==> src/include/soc_macros.svh <==
`ifndef SOC_MACROS_SVH
`define SOC_MACROS_SVH

// data and address width
`define SOC_XLEN 64

// one enable bit per byte lane
`define SOC_MASK_W 8

// core-local timer window, everything else maps to RAM
`define SOC_CLINT_BASE 64'h0000_0000_0200_0000
`define SOC_CLINT_SIZE 64'h0000_0000_0001_0000

// timer registers inside the window
`define SOC_MTIMECMP_ADDR 64'h0000_0000_0200_4000
`define SOC_MTIME_ADDR 64'h0000_0000_0200_bff8

`endif

==> src/soc_pkg.sv <==
`include "soc_macros.svh"

package soc_pkg;

    // requester side, enable held until finish
    typedef struct packed {
        logic                     rd_en;
        logic                     wr_en;
        logic [`SOC_XLEN-1:0]     addr;
        logic [`SOC_XLEN-1:0]     wdata;
        logic [`SOC_MASK_W-1:0]   mask;
    } mem_req_t;

    // finish is a single-cycle pulse
    typedef struct packed {
        logic                     finish;
        logic [`SOC_XLEN-1:0]     rdata;
    } mem_rsp_t;

    // strobes toward the external RAM
    typedef struct packed {
        logic                     rd_en;
        logic                     wr_en;
        logic [`SOC_XLEN-1:0]     addr;
        logic [`SOC_XLEN-1:0]     wdata;
        logic [`SOC_MASK_W-1:0]   mask;
    } ram_port_t;

    // where a routed access goes
    typedef enum logic [1:0] {
        TGT_NONE,
        TGT_RAM,
        TGT_CLINT
    } bus_target_e;

endpackage

==> src/mem_arbiter.sv <==
`timescale 1ns/1ns

module mem_arbiter import soc_pkg::*; (
    input  logic     clk,
    input  logic     i_rst_n,
    input  mem_req_t i_fetch_req,
    input  mem_req_t i_data_req,
    input  mem_req_t i_mmio_req,
    output mem_rsp_t o_fetch_rsp,
    output mem_rsp_t o_data_rsp,
    output mem_rsp_t o_mmio_rsp,
    output mem_req_t o_bus_req,
    input  mem_rsp_t i_bus_rsp
);

    typedef enum logic [1:0] {
        GNT_IDLE,
        GNT_DATA,
        GNT_MMIO,
        GNT_FETCH
    } grant_e;

    grant_e   grant_q;
    grant_e   grant_next;
    logic     start_q;
    logic     data_pend;
    logic     mmio_pend;
    logic     fetch_pend;
    mem_req_t sel_req;

    // the current owner still holds enable in its finish cycle
    assign data_pend  = (i_data_req.rd_en | i_data_req.wr_en) && (grant_q != GNT_DATA);
    assign mmio_pend  = (i_mmio_req.rd_en | i_mmio_req.wr_en) && (grant_q != GNT_MMIO);
    assign fetch_pend = i_fetch_req.rd_en && (grant_q != GNT_FETCH);

    always_comb begin
        grant_next = grant_q;
        if (grant_q == GNT_IDLE || i_bus_rsp.finish) begin
            // fixed priority: data, mmio, fetch
            if (data_pend)
                grant_next = GNT_DATA;
            else if (mmio_pend)
                grant_next = GNT_MMIO;
            else if (fetch_pend)
                grant_next = GNT_FETCH;
            else
                grant_next = GNT_IDLE;
        end
    end

    always_ff @(posedge clk or negedge i_rst_n) begin
        if (!i_rst_n) begin
            grant_q <= GNT_IDLE;
            start_q <= 1'b0;
        end else begin
            grant_q <= grant_next;
            start_q <= (grant_next != GNT_IDLE) && (grant_next != grant_q);
        end
    end

    always_comb begin
        case (grant_q)
            GNT_DATA:  sel_req = i_data_req;
            GNT_MMIO:  sel_req = i_mmio_req;
            GNT_FETCH: sel_req = i_fetch_req;
            default:   sel_req = '0;
        endcase
        o_bus_req       = sel_req;
        // enables reach the router only in the first granted cycle
        o_bus_req.rd_en = sel_req.rd_en & start_q;
        o_bus_req.wr_en = sel_req.wr_en & start_q;
    end

    assign o_data_rsp  = '{finish: i_bus_rsp.finish && (grant_q == GNT_DATA),
                           rdata:  i_bus_rsp.rdata};
    assign o_mmio_rsp  = '{finish: i_bus_rsp.finish && (grant_q == GNT_MMIO),
                           rdata:  i_bus_rsp.rdata};
    assign o_fetch_rsp = '{finish: i_bus_rsp.finish && (grant_q == GNT_FETCH),
                           rdata:  i_bus_rsp.rdata};

endmodule

==> src/bus_router.sv <==
`timescale 1ns/1ns
`include "soc_macros.svh"

module bus_router import soc_pkg::*; (
    input  logic     clk,
    input  logic     i_rst_n,
    input  mem_req_t i_bus_req,
    output mem_rsp_t o_bus_rsp,
    output mem_req_t o_ram_req,
    input  mem_rsp_t i_ram_rsp,
    output mem_req_t o_clint_req,
    input  mem_rsp_t i_clint_rsp
);

    logic        start;
    logic        clint_hit;
    bus_target_e target_q;

    assign start     = i_bus_req.rd_en | i_bus_req.wr_en;
    assign clint_hit = (i_bus_req.addr >= `SOC_CLINT_BASE) &&
                       (i_bus_req.addr <  `SOC_CLINT_BASE + `SOC_CLINT_SIZE);

    // start goes out in the grant cycle, only toward the decoded target
    always_comb begin
        o_ram_req         = i_bus_req;
        o_ram_req.rd_en   = i_bus_req.rd_en & ~clint_hit;
        o_ram_req.wr_en   = i_bus_req.wr_en & ~clint_hit;
        o_clint_req       = i_bus_req;
        o_clint_req.rd_en = i_bus_req.rd_en & clint_hit;
        o_clint_req.wr_en = i_bus_req.wr_en & clint_hit;
    end

    // target held until the access finishes
    always_ff @(posedge clk or negedge i_rst_n) begin
        if (!i_rst_n) begin
            target_q <= TGT_NONE;
        end else if (start) begin
            target_q <= clint_hit ? TGT_CLINT : TGT_RAM;
        end else if (o_bus_rsp.finish) begin
            target_q <= TGT_NONE;
        end
    end

    always_comb begin
        case (target_q)
            TGT_RAM:   o_bus_rsp = i_ram_rsp;
            TGT_CLINT: o_bus_rsp = i_clint_rsp;
            default:   o_bus_rsp = '0;
        endcase
    end

endmodule

==> src/ram_bridge.sv <==
`timescale 1ns/1ns
`include "soc_macros.svh"

module ram_bridge import soc_pkg::*; (
    input  logic                 clk,
    input  logic                 i_rst_n,
    input  mem_req_t             i_req,
    output mem_rsp_t             o_rsp,
    output ram_port_t            o_ram,
    input  logic [`SOC_XLEN-1:0] i_ram_rdata
);

    typedef enum logic [1:0] {
        ST_IDLE,
        ST_STROBE,
        ST_CAPTURE
    } bridge_state_e;

    bridge_state_e            state_q;
    logic                     rd_q;
    logic                     wr_q;
    logic                     finish_q;
    logic [`SOC_XLEN-1:0]     addr_q;
    logic [`SOC_XLEN-1:0]     wdata_q;
    logic [`SOC_MASK_W-1:0]   mask_q;
    logic [`SOC_XLEN-1:0]     rdata_q;

    always_ff @(posedge clk or negedge i_rst_n) begin
        if (!i_rst_n) begin
            state_q  <= ST_IDLE;
            rd_q     <= 1'b0;
            wr_q     <= 1'b0;
            finish_q <= 1'b0;
        end else begin
            rd_q     <= 1'b0;
            wr_q     <= 1'b0;
            finish_q <= 1'b0;
            case (state_q)
                ST_IDLE: begin
                    if (i_req.rd_en | i_req.wr_en) begin
                        rd_q    <= i_req.rd_en;
                        wr_q    <= i_req.wr_en;
                        state_q <= ST_STROBE;
                    end
                end
                ST_STROBE: begin
                    // writes are done once the strobe has gone out
                    finish_q <= wr_q;
                    state_q  <= wr_q ? ST_IDLE : ST_CAPTURE;
                end
                default: begin
                    finish_q <= 1'b1;
                    state_q  <= ST_IDLE;
                end
            endcase
        end
    end

    always_ff @(posedge clk) begin
        if (state_q == ST_IDLE) begin
            addr_q  <= i_req.addr;
            wdata_q <= i_req.wdata;
            mask_q  <= i_req.mask;
        end
        // RAM data is valid the cycle after the read strobe
        if (state_q == ST_CAPTURE)
            rdata_q <= i_ram_rdata;
    end

    assign o_ram = '{rd_en: rd_q, wr_en: wr_q, addr: addr_q, wdata: wdata_q, mask: mask_q};
    assign o_rsp = '{finish: finish_q, rdata: rdata_q};

endmodule

==> src/clint.sv <==
`timescale 1ns/1ns
`include "soc_macros.svh"

module clint import soc_pkg::*; (
    input  logic     clk,
    input  logic     i_rst_n,
    input  mem_req_t i_req,
    output mem_rsp_t o_rsp,
    output logic     o_timer_intr
);

    logic [`SOC_XLEN-1:0] mtime_q;
    logic [`SOC_XLEN-1:0] mtimecmp_q;
    logic [`SOC_XLEN-1:0] rdata_q;
    logic [`SOC_XLEN-1:0] rd_mux;
    logic                 finish_q;
    logic                 intr_q;
    logic                 wr_mtime;
    logic                 wr_mtimecmp;

    // replace only the bytes enabled in the mask
    function automatic logic [`SOC_XLEN-1:0] merge_bytes(
        input logic [`SOC_XLEN-1:0]   old_val,
        input logic [`SOC_XLEN-1:0]   new_val,
        input logic [`SOC_MASK_W-1:0] mask
    );
        logic [`SOC_XLEN-1:0] res;
        res = old_val;
        for (int b = 0; b < `SOC_MASK_W; b++) begin
            if (mask[b])
                res[b*8 +: 8] = new_val[b*8 +: 8];
        end
        return res;
    endfunction

    assign wr_mtime    = i_req.wr_en && (i_req.addr == `SOC_MTIME_ADDR);
    assign wr_mtimecmp = i_req.wr_en && (i_req.addr == `SOC_MTIMECMP_ADDR);

    always_comb begin
        case (i_req.addr)
            `SOC_MTIME_ADDR:    rd_mux = mtime_q;
            `SOC_MTIMECMP_ADDR: rd_mux = mtimecmp_q;
            default:            rd_mux = '0;
        endcase
    end

    always_ff @(posedge clk or negedge i_rst_n) begin
        if (!i_rst_n) begin
            mtime_q    <= '0;
            mtimecmp_q <= '1;
            finish_q   <= 1'b0;
            intr_q     <= 1'b0;
        end else begin
            finish_q <= i_req.rd_en | i_req.wr_en;
            intr_q   <= (mtime_q >= mtimecmp_q);
            // a software write wins over the tick
            if (wr_mtime)
                mtime_q <= merge_bytes(mtime_q, i_req.wdata, i_req.mask);
            else
                mtime_q <= mtime_q + 1'b1;
            if (wr_mtimecmp)
                mtimecmp_q <= merge_bytes(mtimecmp_q, i_req.wdata, i_req.mask);
        end
    end

    always_ff @(posedge clk) begin
        if (i_req.rd_en)
            rdata_q <= rd_mux;
    end

    assign o_rsp        = '{finish: finish_q, rdata: rdata_q};
    assign o_timer_intr = intr_q;

endmodule

==> src/soc_mem_top.sv <==
`timescale 1ns/1ns
`include "soc_macros.svh"

module soc_mem_top import soc_pkg::*; (
    input  logic                 clk,
    input  logic                 i_rst_n,
    input  mem_req_t             i_fetch_req,
    input  mem_req_t             i_data_req,
    input  mem_req_t             i_mmio_req,
    output mem_rsp_t             o_fetch_rsp,
    output mem_rsp_t             o_data_rsp,
    output mem_rsp_t             o_mmio_rsp,
    output ram_port_t            o_ram,
    input  logic [`SOC_XLEN-1:0] i_ram_rdata,
    output logic                 o_timer_intr
);

    mem_req_t bus_req;
    mem_rsp_t bus_rsp;
    mem_req_t ram_req;
    mem_rsp_t ram_rsp;
    mem_req_t clint_req;
    mem_rsp_t clint_rsp;

    mem_arbiter i_mem_arbiter (
        .clk         (clk),
        .i_rst_n     (i_rst_n),
        .i_fetch_req (i_fetch_req),
        .i_data_req  (i_data_req),
        .i_mmio_req  (i_mmio_req),
        .o_fetch_rsp (o_fetch_rsp),
        .o_data_rsp  (o_data_rsp),
        .o_mmio_rsp  (o_mmio_rsp),
        .o_bus_req   (bus_req),
        .i_bus_rsp   (bus_rsp)
    );

    bus_router i_bus_router (
        .clk         (clk),
        .i_rst_n     (i_rst_n),
        .i_bus_req   (bus_req),
        .o_bus_rsp   (bus_rsp),
        .o_ram_req   (ram_req),
        .i_ram_rsp   (ram_rsp),
        .o_clint_req (clint_req),
        .i_clint_rsp (clint_rsp)
    );

    ram_bridge i_ram_bridge (
        .clk         (clk),
        .i_rst_n     (i_rst_n),
        .i_req       (ram_req),
        .o_rsp       (ram_rsp),
        .o_ram       (o_ram),
        .i_ram_rdata (i_ram_rdata)
    );

    clint i_clint (
        .clk          (clk),
        .i_rst_n      (i_rst_n),
        .i_req        (clint_req),
        .o_rsp        (clint_rsp),
        .o_timer_intr (o_timer_intr)
    );

endmodule

==> config.mk <==
export PLATFORM = sky130hd
export DESIGN_NAME = soc_mem_top
export DESIGN_NICKNAME = d
export VERILOG_FILES = /design/src/soc_pkg.sv /design/src/mem_arbiter.sv /design/src/bus_router.sv /design/src/ram_bridge.sv /design/src/clint.sv /design/src/soc_mem_top.sv
export VERILOG_INCLUDE_DIRS = /design/src /design/src/include
export SDC_FILE = /design/constraint.sdc
export NUM_CORES = 1
export LEC_CHECK = 0
export BUFFER_PORTS_ARGS = -buffer_cell sky130_fd_sc_hd__clkbuf_2
export CORE_AREA = 2 2 315 317
export CTS_BUF_LIST = sky130_fd_sc_hd__clkbuf_16
export DETAILED_ROUTE_END_ITERATION = 6
export DIE_AREA = 0 0 317 319
export PLACE_DENSITY = 0.53
export REMOVE_ABC_BUFFERS = 1
export SLEW_MARGIN = 20
export SYNTH_ARGS = -nofsm -noshare
export SYNTH_HDL_FRONTEND = slang
export SYNTH_SLANG_ARGS = --single-unit
==> constraint.sdc <==
create_clock -name clk -period 7.7 [get_ports clk]
set_input_delay 1.54 -clock clk [delete_from_list [all_inputs] [get_ports clk]]
set_output_delay 1.54 -clock clk [all_outputs]
set_load 0.005 [all_outputs]
==> results of run 1 <==
## registers in the layout (all words and copies together), names as in the netlist
| name | count |
|---|---|
| i_clint.finish_q | 1 |
| i_ram_bridge.wr_q | 1 |
| i_ram_bridge.rd_q | 1 |
| i_ram_bridge.mask_q | 8 |
| i_bus_router.target_q | 2 |
| i_ram_bridge.addr_q | 64 |
| i_clint.mtime_q | 64 |
| i_clint.mtimecmp_q | 64 |
| i_clint.rdata_q | 64 |
| i_ram_bridge.rdata_q | 64 |
| i_clint.o_timer_intr | 1 |
| i_ram_bridge.wdata_q | 64 |
| i_mem_arbiter.start_q | 1 |
| i_ram_bridge.finish_q | 1 |
| i_ram_bridge.state_q | 2 |
| i_mem_arbiter.grant_q | 2 |
## power groups by stage
stage	Sequential (mW)	Clock [mW]	Combinational, mW
after floorplan	3.48	0	1.56
after global placement	3.27	0	3.72
after detailed placement	3.27	0	3.74
after CTS	3.24	2.50	3.74
after global routing	3.28	2.58	3.95
final	3.23	2.42	3.62
## layer usage
layer	track usage	wire, microns
met1	0.211	37200
met2	0.295	44100
met3	0.0352	5400
met4	0.0437	2260
met5	0	57
## metrics by stage
step                TNS (ns)   util  worst slack [ns]  total power, mW
floorplan            -900.00      -             -4.27             5.03
global placement           0  0.278              2.08             6.99
detailed placement         0  0.278              2.02             7.01
CTS                        0  0.295              2.37             9.48
global route               0  0.295              2.24             9.81
finish                     0  0.295              2.56             9.27
## worst max-delay path: cells and delay by family, from the launching register on
| kind | cells | cell delay (ns) |
|---|---|---|
| buffers and inverters | 1 | 0.39 |
| multiplexers | 2 | 0.77 |
| flip-flops | 1 | 0.72 |
| AO/OA/AOI/OAI | 1 | 0.22 |
| AND/OR/NAND/NOR | 5 | 2.90 |
## kinds of logic after synthesis
logic type,count (synthesis),synth area share
AO/OA/AOI/OAI,474,0.166
adder cells (fa/ha/maj),67,0.0372
buffers and inverters,341,0.0816
flip-flops,404,0.510
multiplexers,211,0.103
AND/OR/NAND/NOR,443,0.102
## cells in the final DEF, fill, tap and decap left out, types with 23 or more instances in the layout
master and count:
nor2_1 146, mux2i_1 49, inv_1 104, ha_1 65, clkbuf_16 55, clkbuf_2 812, a22oi_1 71, o221a_2 37
nand2_1 73, dfstp_2 64, mux2_2 162, nand4_1 42, nand3_1 53, dfrtp_1 74, and3_1 23, a22o_1 175
a21oi_1 73, buf_4 35, edfxtp_1 264, o21ai_0 29
## how the worst max path moves through the flow
stage                        endpoint  slack (ns)  cells after the start
3_5_place_dp   i_clint.mtimecmp_q[23]        2.02                      9
2_1_floorplan  i_clint.mtimecmp_q[16]       -4.27                      8
3_3_place_gp   i_clint.mtimecmp_q[23]        2.08                      9
5_1_grt        i_clint.mtimecmp_q[21]        2.24                      9
4_1_cts        i_clint.mtimecmp_q[23]        2.37                      9
6_report       i_clint.mtimecmp_q[23]        2.56                      9
## final cells by class
class | instances | area, sq um
sequential | 404 | 11500
clock buffer | 55 | 1380
fill | 10125 | 68900
multi-input combinational | 1195 | 9300
clock inverter | 41 | 282
timing repair buffer | 850 | 4380
antenna | 6 | 15.0
inverter | 95 | 357
tap | 1287 | 1610
==> results.yml, run 1 <==
status:
  outcome: "complete, no violations"
power:
  leakagePower_nw: 12.7
  p_per_area_nw_per_um2: 322
  p_int_mw: 5.77
  switching_share: 0.378
  peakVddDrop_mv: 0.336
  power.share.clock: 0.261
  pwr-share-seq: 0.349
  p_sw_mw: 3.51
  pwr-share-comb: 0.391
worst_setup_path:
  reg2reg_slack_ns: 2.56
  r2r_start: "i_mem_arbiter.grant_q[0]"
  r2r_cells: 9
  crit_arrival_ns: 5.68
  crit_path_cell_trace: "buf_4, mux2_2, a22o_1, nor4_1, and3_1, nand4bb_4, nor2_4, and3_1, mux2_2"
  cp_max_fo: 33
  worstSetupEndpointType: "flip-flop"
  regToRegEndpoint: "i_clint.mtimecmp_q[23]"
  startpoint: "i_mem_arbiter.grant_q[0]"
  startpoint_type: "flip-flop"
  critPathSlowestCell: "nor2_4"
  worstSetupPathType: "reg -> reg"
  cpPeakStageDelay_ns: 0.76
  cp.required_ns: 8.24
synth:
  synth_edf_count: 264
  yosys_warnings: 0
  dominantRegCellSynth: "edfxtp_1"
  synthCells: 1940
  yosys-top-cells-count: "264 x edfxtp_1, 175 x a22o_1, 162 x mux2_2"
  seq_area_frac_synth: 0.510
  synthArstFlopShare: 0.347
  synthTopCellsByArea: "edfxtp_1 35%, dfrtp_1 8.4%, mux2_2 8.1%"
  avgSynthCellArea_sq_um: 11.6
  synth_top_cell_area_share: 0.352
  yosysMostFrequentCell: "edfxtp_1"
  ys_ff_latch: 404
  yosysTopAreaCell: "edfxtp_1"
  yosysUniqueCellTypes: 70
  syn_area_sq_um: 22600
drt:
  drc: 0
  wl_per_cell_microns: 22.6
  routed-via-count: 18452
  drt_iter0_drc: 1175
  viasPerCell: 4.69
  drt-pass1-iter-count: 5
  wl_microns: 89000
  drtAntennaViolNets: 0
final_layout:
  drive_above_1_share: 0.463
  layout.nets: 3145
  design_area_sq_um: 28800
  area_delta_synth_final_pct: 27.9
  layout.cells.non_filler: 3933
floorplan:
  die-width_microns: 317
  die_y_microns: 319
  ioPinCount: 814
  coreArea_sq_um: 97700
  dieArea_sq_um: 101000
  initial_core_util: 0.231
  num_rows: 115
clocking:
  cts_setup_buffers: 0
  cts_made_buffers: 52
  cts_tree: "yes"
  path_clk_slew_ns: 0.06
  ctsHoldBuffers: 0
  clock-sinks: 404
  clock_path_buffers: 3
  cts.root.buffer_cell: "clkbuf_16"
  ctsHtreeMaxLevel: 2
  ctsResizeCount: 0
  clk_latency_ns: 0.62
sta:
  slew_headroom: 0.325
  maxClockFrequency_ghz: 0.195
  holdWs_ns: 0.486
  period_share: 0.668
  report.final.slew_viol_count: 0
  clock_skew_ns: 0.0245
  period_minus_slack_ns: 5.14
  worstMarginPinSlew_ns: 1.01
  setup_violations: 0
  hold_violations: 0
  rsz0062_at_grt: "no"
grt:
  antenna_found_initial: 7
  grt_max_degree: 138
  grt_use_total: 0.169
  grt-ovfl-total: 0
  grt_pass1_vias: 18305
  grt_pass1_wl_microns: 125000
min_path:
  hold_path_depth: 1
  holdCritStartpoint: "i_ram_bridge.wr_q"
  min_path_type: "reg -> reg"
  min_to: "i_ram_bridge.state_q[1]"
placement:
  gp_congestion: 0.845
  post_dp_cell_area_sq_um: 27200
  post-dp-hpwl_microns: 68000
  port_buffers: 813
  placed_cells: 3831
job:
  drv_cap: 0
(Power assumes the default switching activity.)
==> run 2: changes to the inputs <==
Settings changed: CORE_AREA 2 2 315 317 to 2 2 319 321, DIE_AREA 0 0 317 319 to 0 0 321 323, PLACE_DENSITY 0.53 to 0.54.
Clock period 7.7 ns to 4.5 ns, I/O delays scaled along.
==> results.yml, run 2 (synthesis gave the netlist of run 1 again) <==
worst_setup_path:
  worstSetupPathType: "reg -> reg"
  crit_arrival_ns: 4.62
  cp.required_ns: 5.04
  startpoint_type: "flip-flop"
  worstSetupEndpointType: "flip-flop"
  cp_max_fo: 38
drt:
  wl_microns: 93400
  wl_per_cell_microns: 23.4
  viasPerCell: 4.67
  drt-pass1-iter-count: 5
  drtAntennaViolNets: 0
  routed-via-count: 18626
  drt_iter0_drc: 1183
  drc: 0
grt:
  grt_pass1_vias: 18284
  grt_max_degree: 89
  grt_use_total: 0.173
  grt_pass1_wl_microns: 130000
  antenna_found_initial: 11
  grt-ovfl-total: 0
sta:
  rsz0062_at_grt: "no"
  report.final.slew_viol_count: 0
  slew_headroom: 0.291
  maxClockFrequency_ghz: 0.245
  setup_violations: 0
  worstMarginPinSlew_ns: 1.06
  period_minus_slack_ns: 4.08
  period_share: 0.906
  hold_violations: 0
  setup_tns_ns: 0
  clock_skew_ns: 0.0190
floorplan:
  die_y_microns: 323
  dieArea_sq_um: 104000
  initial_core_util: 0.224
  ioPinCount: 814
  die-width_microns: 321
  num_rows: 117
  coreArea_sq_um: 101000
clocking:
  path_clk_slew_ns: 0.06
  cts_made_buffers: 51
  clock_path_buffers: 3
  ctsHtreeMaxLevel: 2
  cts.root.buffer_cell: "clkbuf_16"
  clock-sinks: 404
  cts_tree: "yes"
  ctsHoldBuffers: 0
  cts_setup_buffers: 0
  clk_latency_ns: 0.62
  ctsResizeCount: 0
power:
  p_int_mw: 9.99
  power.share.clock: 0.258
  pwr-share-comb: 0.400
  leakagePower_nw: 12.9
  switching_share: 0.382
  pwr-share-seq: 0.341
  p_sw_mw: 6.17
  fin_total_pwr_mw: 16.2
  peakVddDrop_mv: 0.284
  p_per_area_nw_per_um2: 552
final_layout:
  layout.nets: 3186
  final_cell_mix: "812 x clkbuf_2, 264 x edfxtp_1, 175 x a22o_1"
  drive_above_1_share: 0.474
  layout.cells.non_filler: 3991
  design_area_sq_um: 29300
  area_delta_synth_final_pct: 29.9
  final_common_cell: "clkbuf_2"
placement:
  port_buffers: 813
  placed_cells: 3894
  gp_congestion: 0.840
  post-dp-hpwl_microns: 72800
  post_dp_cell_area_sq_um: 27600
status:
  outcome: "complete, no violations"
min_path:
  min_path_type: "in -> async"
job:
  drv_cap: 0
-- run 2: cell types whose count changed in the layout (fill, tap and decap cells not counted) --
cell        before  now
diode_2          6    2
inv_1          104  106
inv_2            2    3
buf_4           35   67
inv_4            1    2
clkinvlp_4       1    2
clkinv_4         1    4
buf_12           2   11
nand3_2          0    1
clkinv_1        14    4
-- run 2: worst max-delay path, stage by stage, from the launching register on --
cell and delay (ns):
dfrtp_4 0.71, buf_12 0.27, mux2_2 0.35, a22o_1 0.20, nor4b_1 0.47, nand4_1 0.34
nand4bb_4 0.40, nor2_4 0.34, and3_1 0.49, mux2_2 0.39
-- run 2: final cells by class --
class,instances,area [sq um]
Multi-Input combinational cell,1196,9310
Fill cell,10581,71400
Antenna cell,2,5.00
Clock inverter,39,295
Sequential cell,404,11500
Clock buffer,55,1380
Inverter,95,357
Tap cell,1309,1640
Timing Repair Buffer,891,4800
-- run 2: power by group through the flow --
stage	clock [mW]	combinational, mW	sequential, mW
finish	4.18	6.47	5.51
CTS	4.35	6.64	5.53
floorplan	0	2.59	5.84
global placement	0	6.61	5.58
detailed placement	0	6.63	5.60
global route	4.46	7.03	5.61
-- run 2: path summary, 6_finish.rpt --
check,from,to,slack [ns],cells past startpoint
max,i_mem_arbiter.grant_q[0],i_clint.mtimecmp_q[34],0.42,9
min,i_rst_n,i_clint.mtime_q[41],0.26,1
max reg2reg,i_mem_arbiter.grant_q[0],i_clint.mtimecmp_q[34],0.42,9
min reg2reg,i_ram_bridge.wr_q,i_ram_bridge.state_q[1],0.50,1
max in group asynchronous,i_rst_n,i_clint.mtimecmp_q[8],3.30,2
min in group clk,i_ram_rdata[4],i_ram_bridge.rdata_q[4],0.44,1
-- run 2: through the flow --
stage | worst slack, ns | hold slack (ns) | util
after CTS | 0.160 | 0.236 | 0.291
after floorplan | -7.47 | 0.448 | -
after detailed placement | 0.193 | 0.487 | 0.274
after global placement | 0.305 | 0.474 | 0.274
after global routing | 0.0907 | 0.268 | 0.291
final | 0.424 | 0.261 | 0.291
-- run 2: routing by layer --
layer	vias up	global-route usage	part of all wire
li1	8676	-	-
met4	10	0.0508	0.026
met5	-	0	0.00074
met1	9144	0.218	0.42
met3	117	0.0416	0.063
met2	679	0.295	0.49
==> run 3: changes to the inputs <==
Settings changed: BUFFER_PORTS_ARGS -buffer_cell sky130_fd_sc_hd__clkbuf_2 to default, CORE_AREA 2 2 319 321 to 2 2 316 318, DIE_AREA 0 0 321 323 to 0 0 318 320, DONT_BUFFER_PORTS from default to 1, PLACE_DENSITY 0.54 to 0.51, SYNTH_HIERARCHICAL from default to 1.
==> results.yml, run 3 <==
placement:
  dpl_worst_slack_ns: 0.0351
  port_buffers: 0
  gp_congestion: 0.883
  post-dp-hpwl_microns: 70600
synth:
  synth_edf_count: 264
  yosys-top-cells-count: "477 x buf_4, 264 x edfxtp_1, 195 x nand2_1"
  synthTopCellsByArea: "edfxtp_1 31%, buf_4 14%, dfrtp_1 7.5%"
  ys_ff_latch: 404
  synthArstFlopShare: 0.347
  yosysTopAreaCell: "edfxtp_1"
  avgSynthCellArea_sq_um: 10.5
  yosys_warnings: 6
  synth_top_cell_area_share: 0.311
  dominantRegCellSynth: "edfxtp_1"
  syn_area_sq_um: 25500
  yosysUniqueCellTypes: 88
  seq_area_frac_synth: 0.452
  yosysMostFrequentCell: "buf_4"
  synthCells: 2422
grt:
  grt_pass1_vias: 17484
  grt_max_degree: 140
  grt-ovfl-total: 0
  grt_use_total: 0.175
  antenna_found_initial: 18
  grt_pass1_wl_microns: 129000
power:
  fin_total_pwr_mw: 8.33
  peakVddDrop_mv: 0.229
  leakagePower_nw: 7.87
  p_per_area_nw_per_um2: 331
clocking:
  cts_setup_buffers: 0
  clock-sinks: 404
  cts.root.buffer_cell: "clkbuf_16"
  ctsHtreeMaxLevel: 2
  path_clk_slew_ns: 0.06
  clock_path_buffers: 3
  cts_made_buffers: 52
  cts_tree: "yes"
  clk_latency_ns: 0.64
floorplan:
  die_y_microns: 320
  dieArea_sq_um: 102000
  die-width_microns: 318
  num_rows: 115
  coreArea_sq_um: 98000
  initial_core_util: 0.260
  ioPinCount: 814
worst_setup_path:
  crit_arrival_ns: 4.94
  worstSetupEndpointType: "flip-flop"
  cp.required_ns: 5.04
  cp_max_fo: 50
  worstSetupPathType: "reg -> reg"
  startpoint_type: "flip-flop"
drt:
  top_layer_used: "met5"
  drt_iter0_drc: 1219
  wl_met1_microns: 35500
  routed-via-count: 16924
  met2WireLength_microns: 48500
  drtAntennaViolNets: 0
  drt-pass1-iter-count: 5
  drc: 0
  viasPerCell: 5.11
  wl_microns: 92200
  wl_per_cell_microns: 27.8
  met3_length_microns: 5130
sta:
  clock_skew_ns: 0.0293
  worstMarginPinSlew_ns: 1.21
  maxClockFrequency_ghz: 0.227
  setup_ws_ns: 0.102
  period_minus_slack_ns: 4.40
  period_share: 0.977
  slew_headroom: 0.187
  hold_violations: 0
  holdWs_ns: 0.123
  report.final.slew_viol_count: 0
  setup_violations: 0
final_layout:
  area_delta_synth_final_pct: -1.27
  drive_above_1_share: 0.164
  final_cell_mix: "264 x edfxtp_1, 195 x nand2_1, 168 x o21ai_0"
  final_common_cell: "edfxtp_1"
  layout.nets: 2519
min_path:
  min_path_type: "in -> async"
status:
  outcome: "complete, no violations"
job:
  drv_cap: 0
run 3: layout make-up:
type	instances	area, sq um
multi-input combinational	1343	9340
fill	10303	72800
clock inverter	43	267
sequential	404	11500
clock buffer	53	1330
timing repair buffer	73	693
tap	1287	1610
inverter	98	373
antenna	11	27.5
run 3: final timing paths:
path                                     startpoint                  endpoint  slack [ns]  cells after the start
max in group asynchronous                   i_rst_n  i_mem_arbiter/grant_q[1]        3.82                      1
hold reg to reg             i_ram_bridge/state_q[1]   i_ram_bridge/state_q[1]        0.54                      1
setup / recovery           i_mem_arbiter/grant_q[1]    i_clint/mtimecmp_q[13]        0.10                     12
hold / removal                              i_rst_n    i_clint/mtimecmp_q[20]        0.12                      0
min in group clk                    i_ram_rdata[16]  i_ram_bridge/rdata_q[16]        0.35                      0
setup reg to reg           i_mem_arbiter/grant_q[1]    i_clint/mtimecmp_q[13]        0.10                     12
run 3: report_power, final:
part           internal [mW]  switching [mW]
logic                 0.0601           0.165
registers               4.03          0.0612
clock network           2.29            1.73
run 3: kinds of logic (layout without fill, tap and decap cells):
group                    count (synthesis)  in the layout  synth area share
AND/OR/NAND/NOR                        555            555             0.112
XOR/XNOR                                 1              1          0.000344
flip-flops                             404            404             0.452
buffers and inverters                  675            267             0.184
multiplexers                           204            204            0.0835
adder cells (fa/ha/maj)                 67             67            0.0329
other                                    0             11                 0
AO/OA/AOI/OAI                          516            516             0.135
run 3: worst max-delay path, cell delays in order (launching register included):
cell and delay (ns):
dfrtp_4 0.58, buf_12 0.32, mux2i_1 0.23, o21ai_0 0.16, nor4_1 0.52, buf_4 0.19, nand4_1 0.11, or4_2 0.69
buf_4 0.26, nor2_8 0.31, buf_12 0.21, nand3_2 0.25, mux2_2 0.36
run 3: metrics by stage:
stage | cell area, sq um | utilization | setup TNS [ns] | instances
6_report | 25100 | 0.257 | 0 | 3312
5_1_grt | 25100 | 0.257 | -0.789 | 3309
4_1_cts | 25100 | 0.256 | 0 | 3301
3_5_place_dp | 23500 | 0.240 | 0 | 3204
3_3_place_gp | 23500 | 0.240 | 0 | 3204
2_1_floorplan | 21100 | - | -1681.49 | 1845
run 3: per-layer routing:
metal | global-route usage | vias to the layer above
li1 | - | 7507
met1 | 0.197 | 8533
met2 | 0.322 | 712
met3 | 0.0384 | 162
met4 | 0.0596 | 10
met5 | 0 | -
run 3: timing repair:
item,CTS,global route
resized for setup,0,6
hold endpoints to repair,76,0
hold buffers,1,0
setup endpoints to repair,0,54
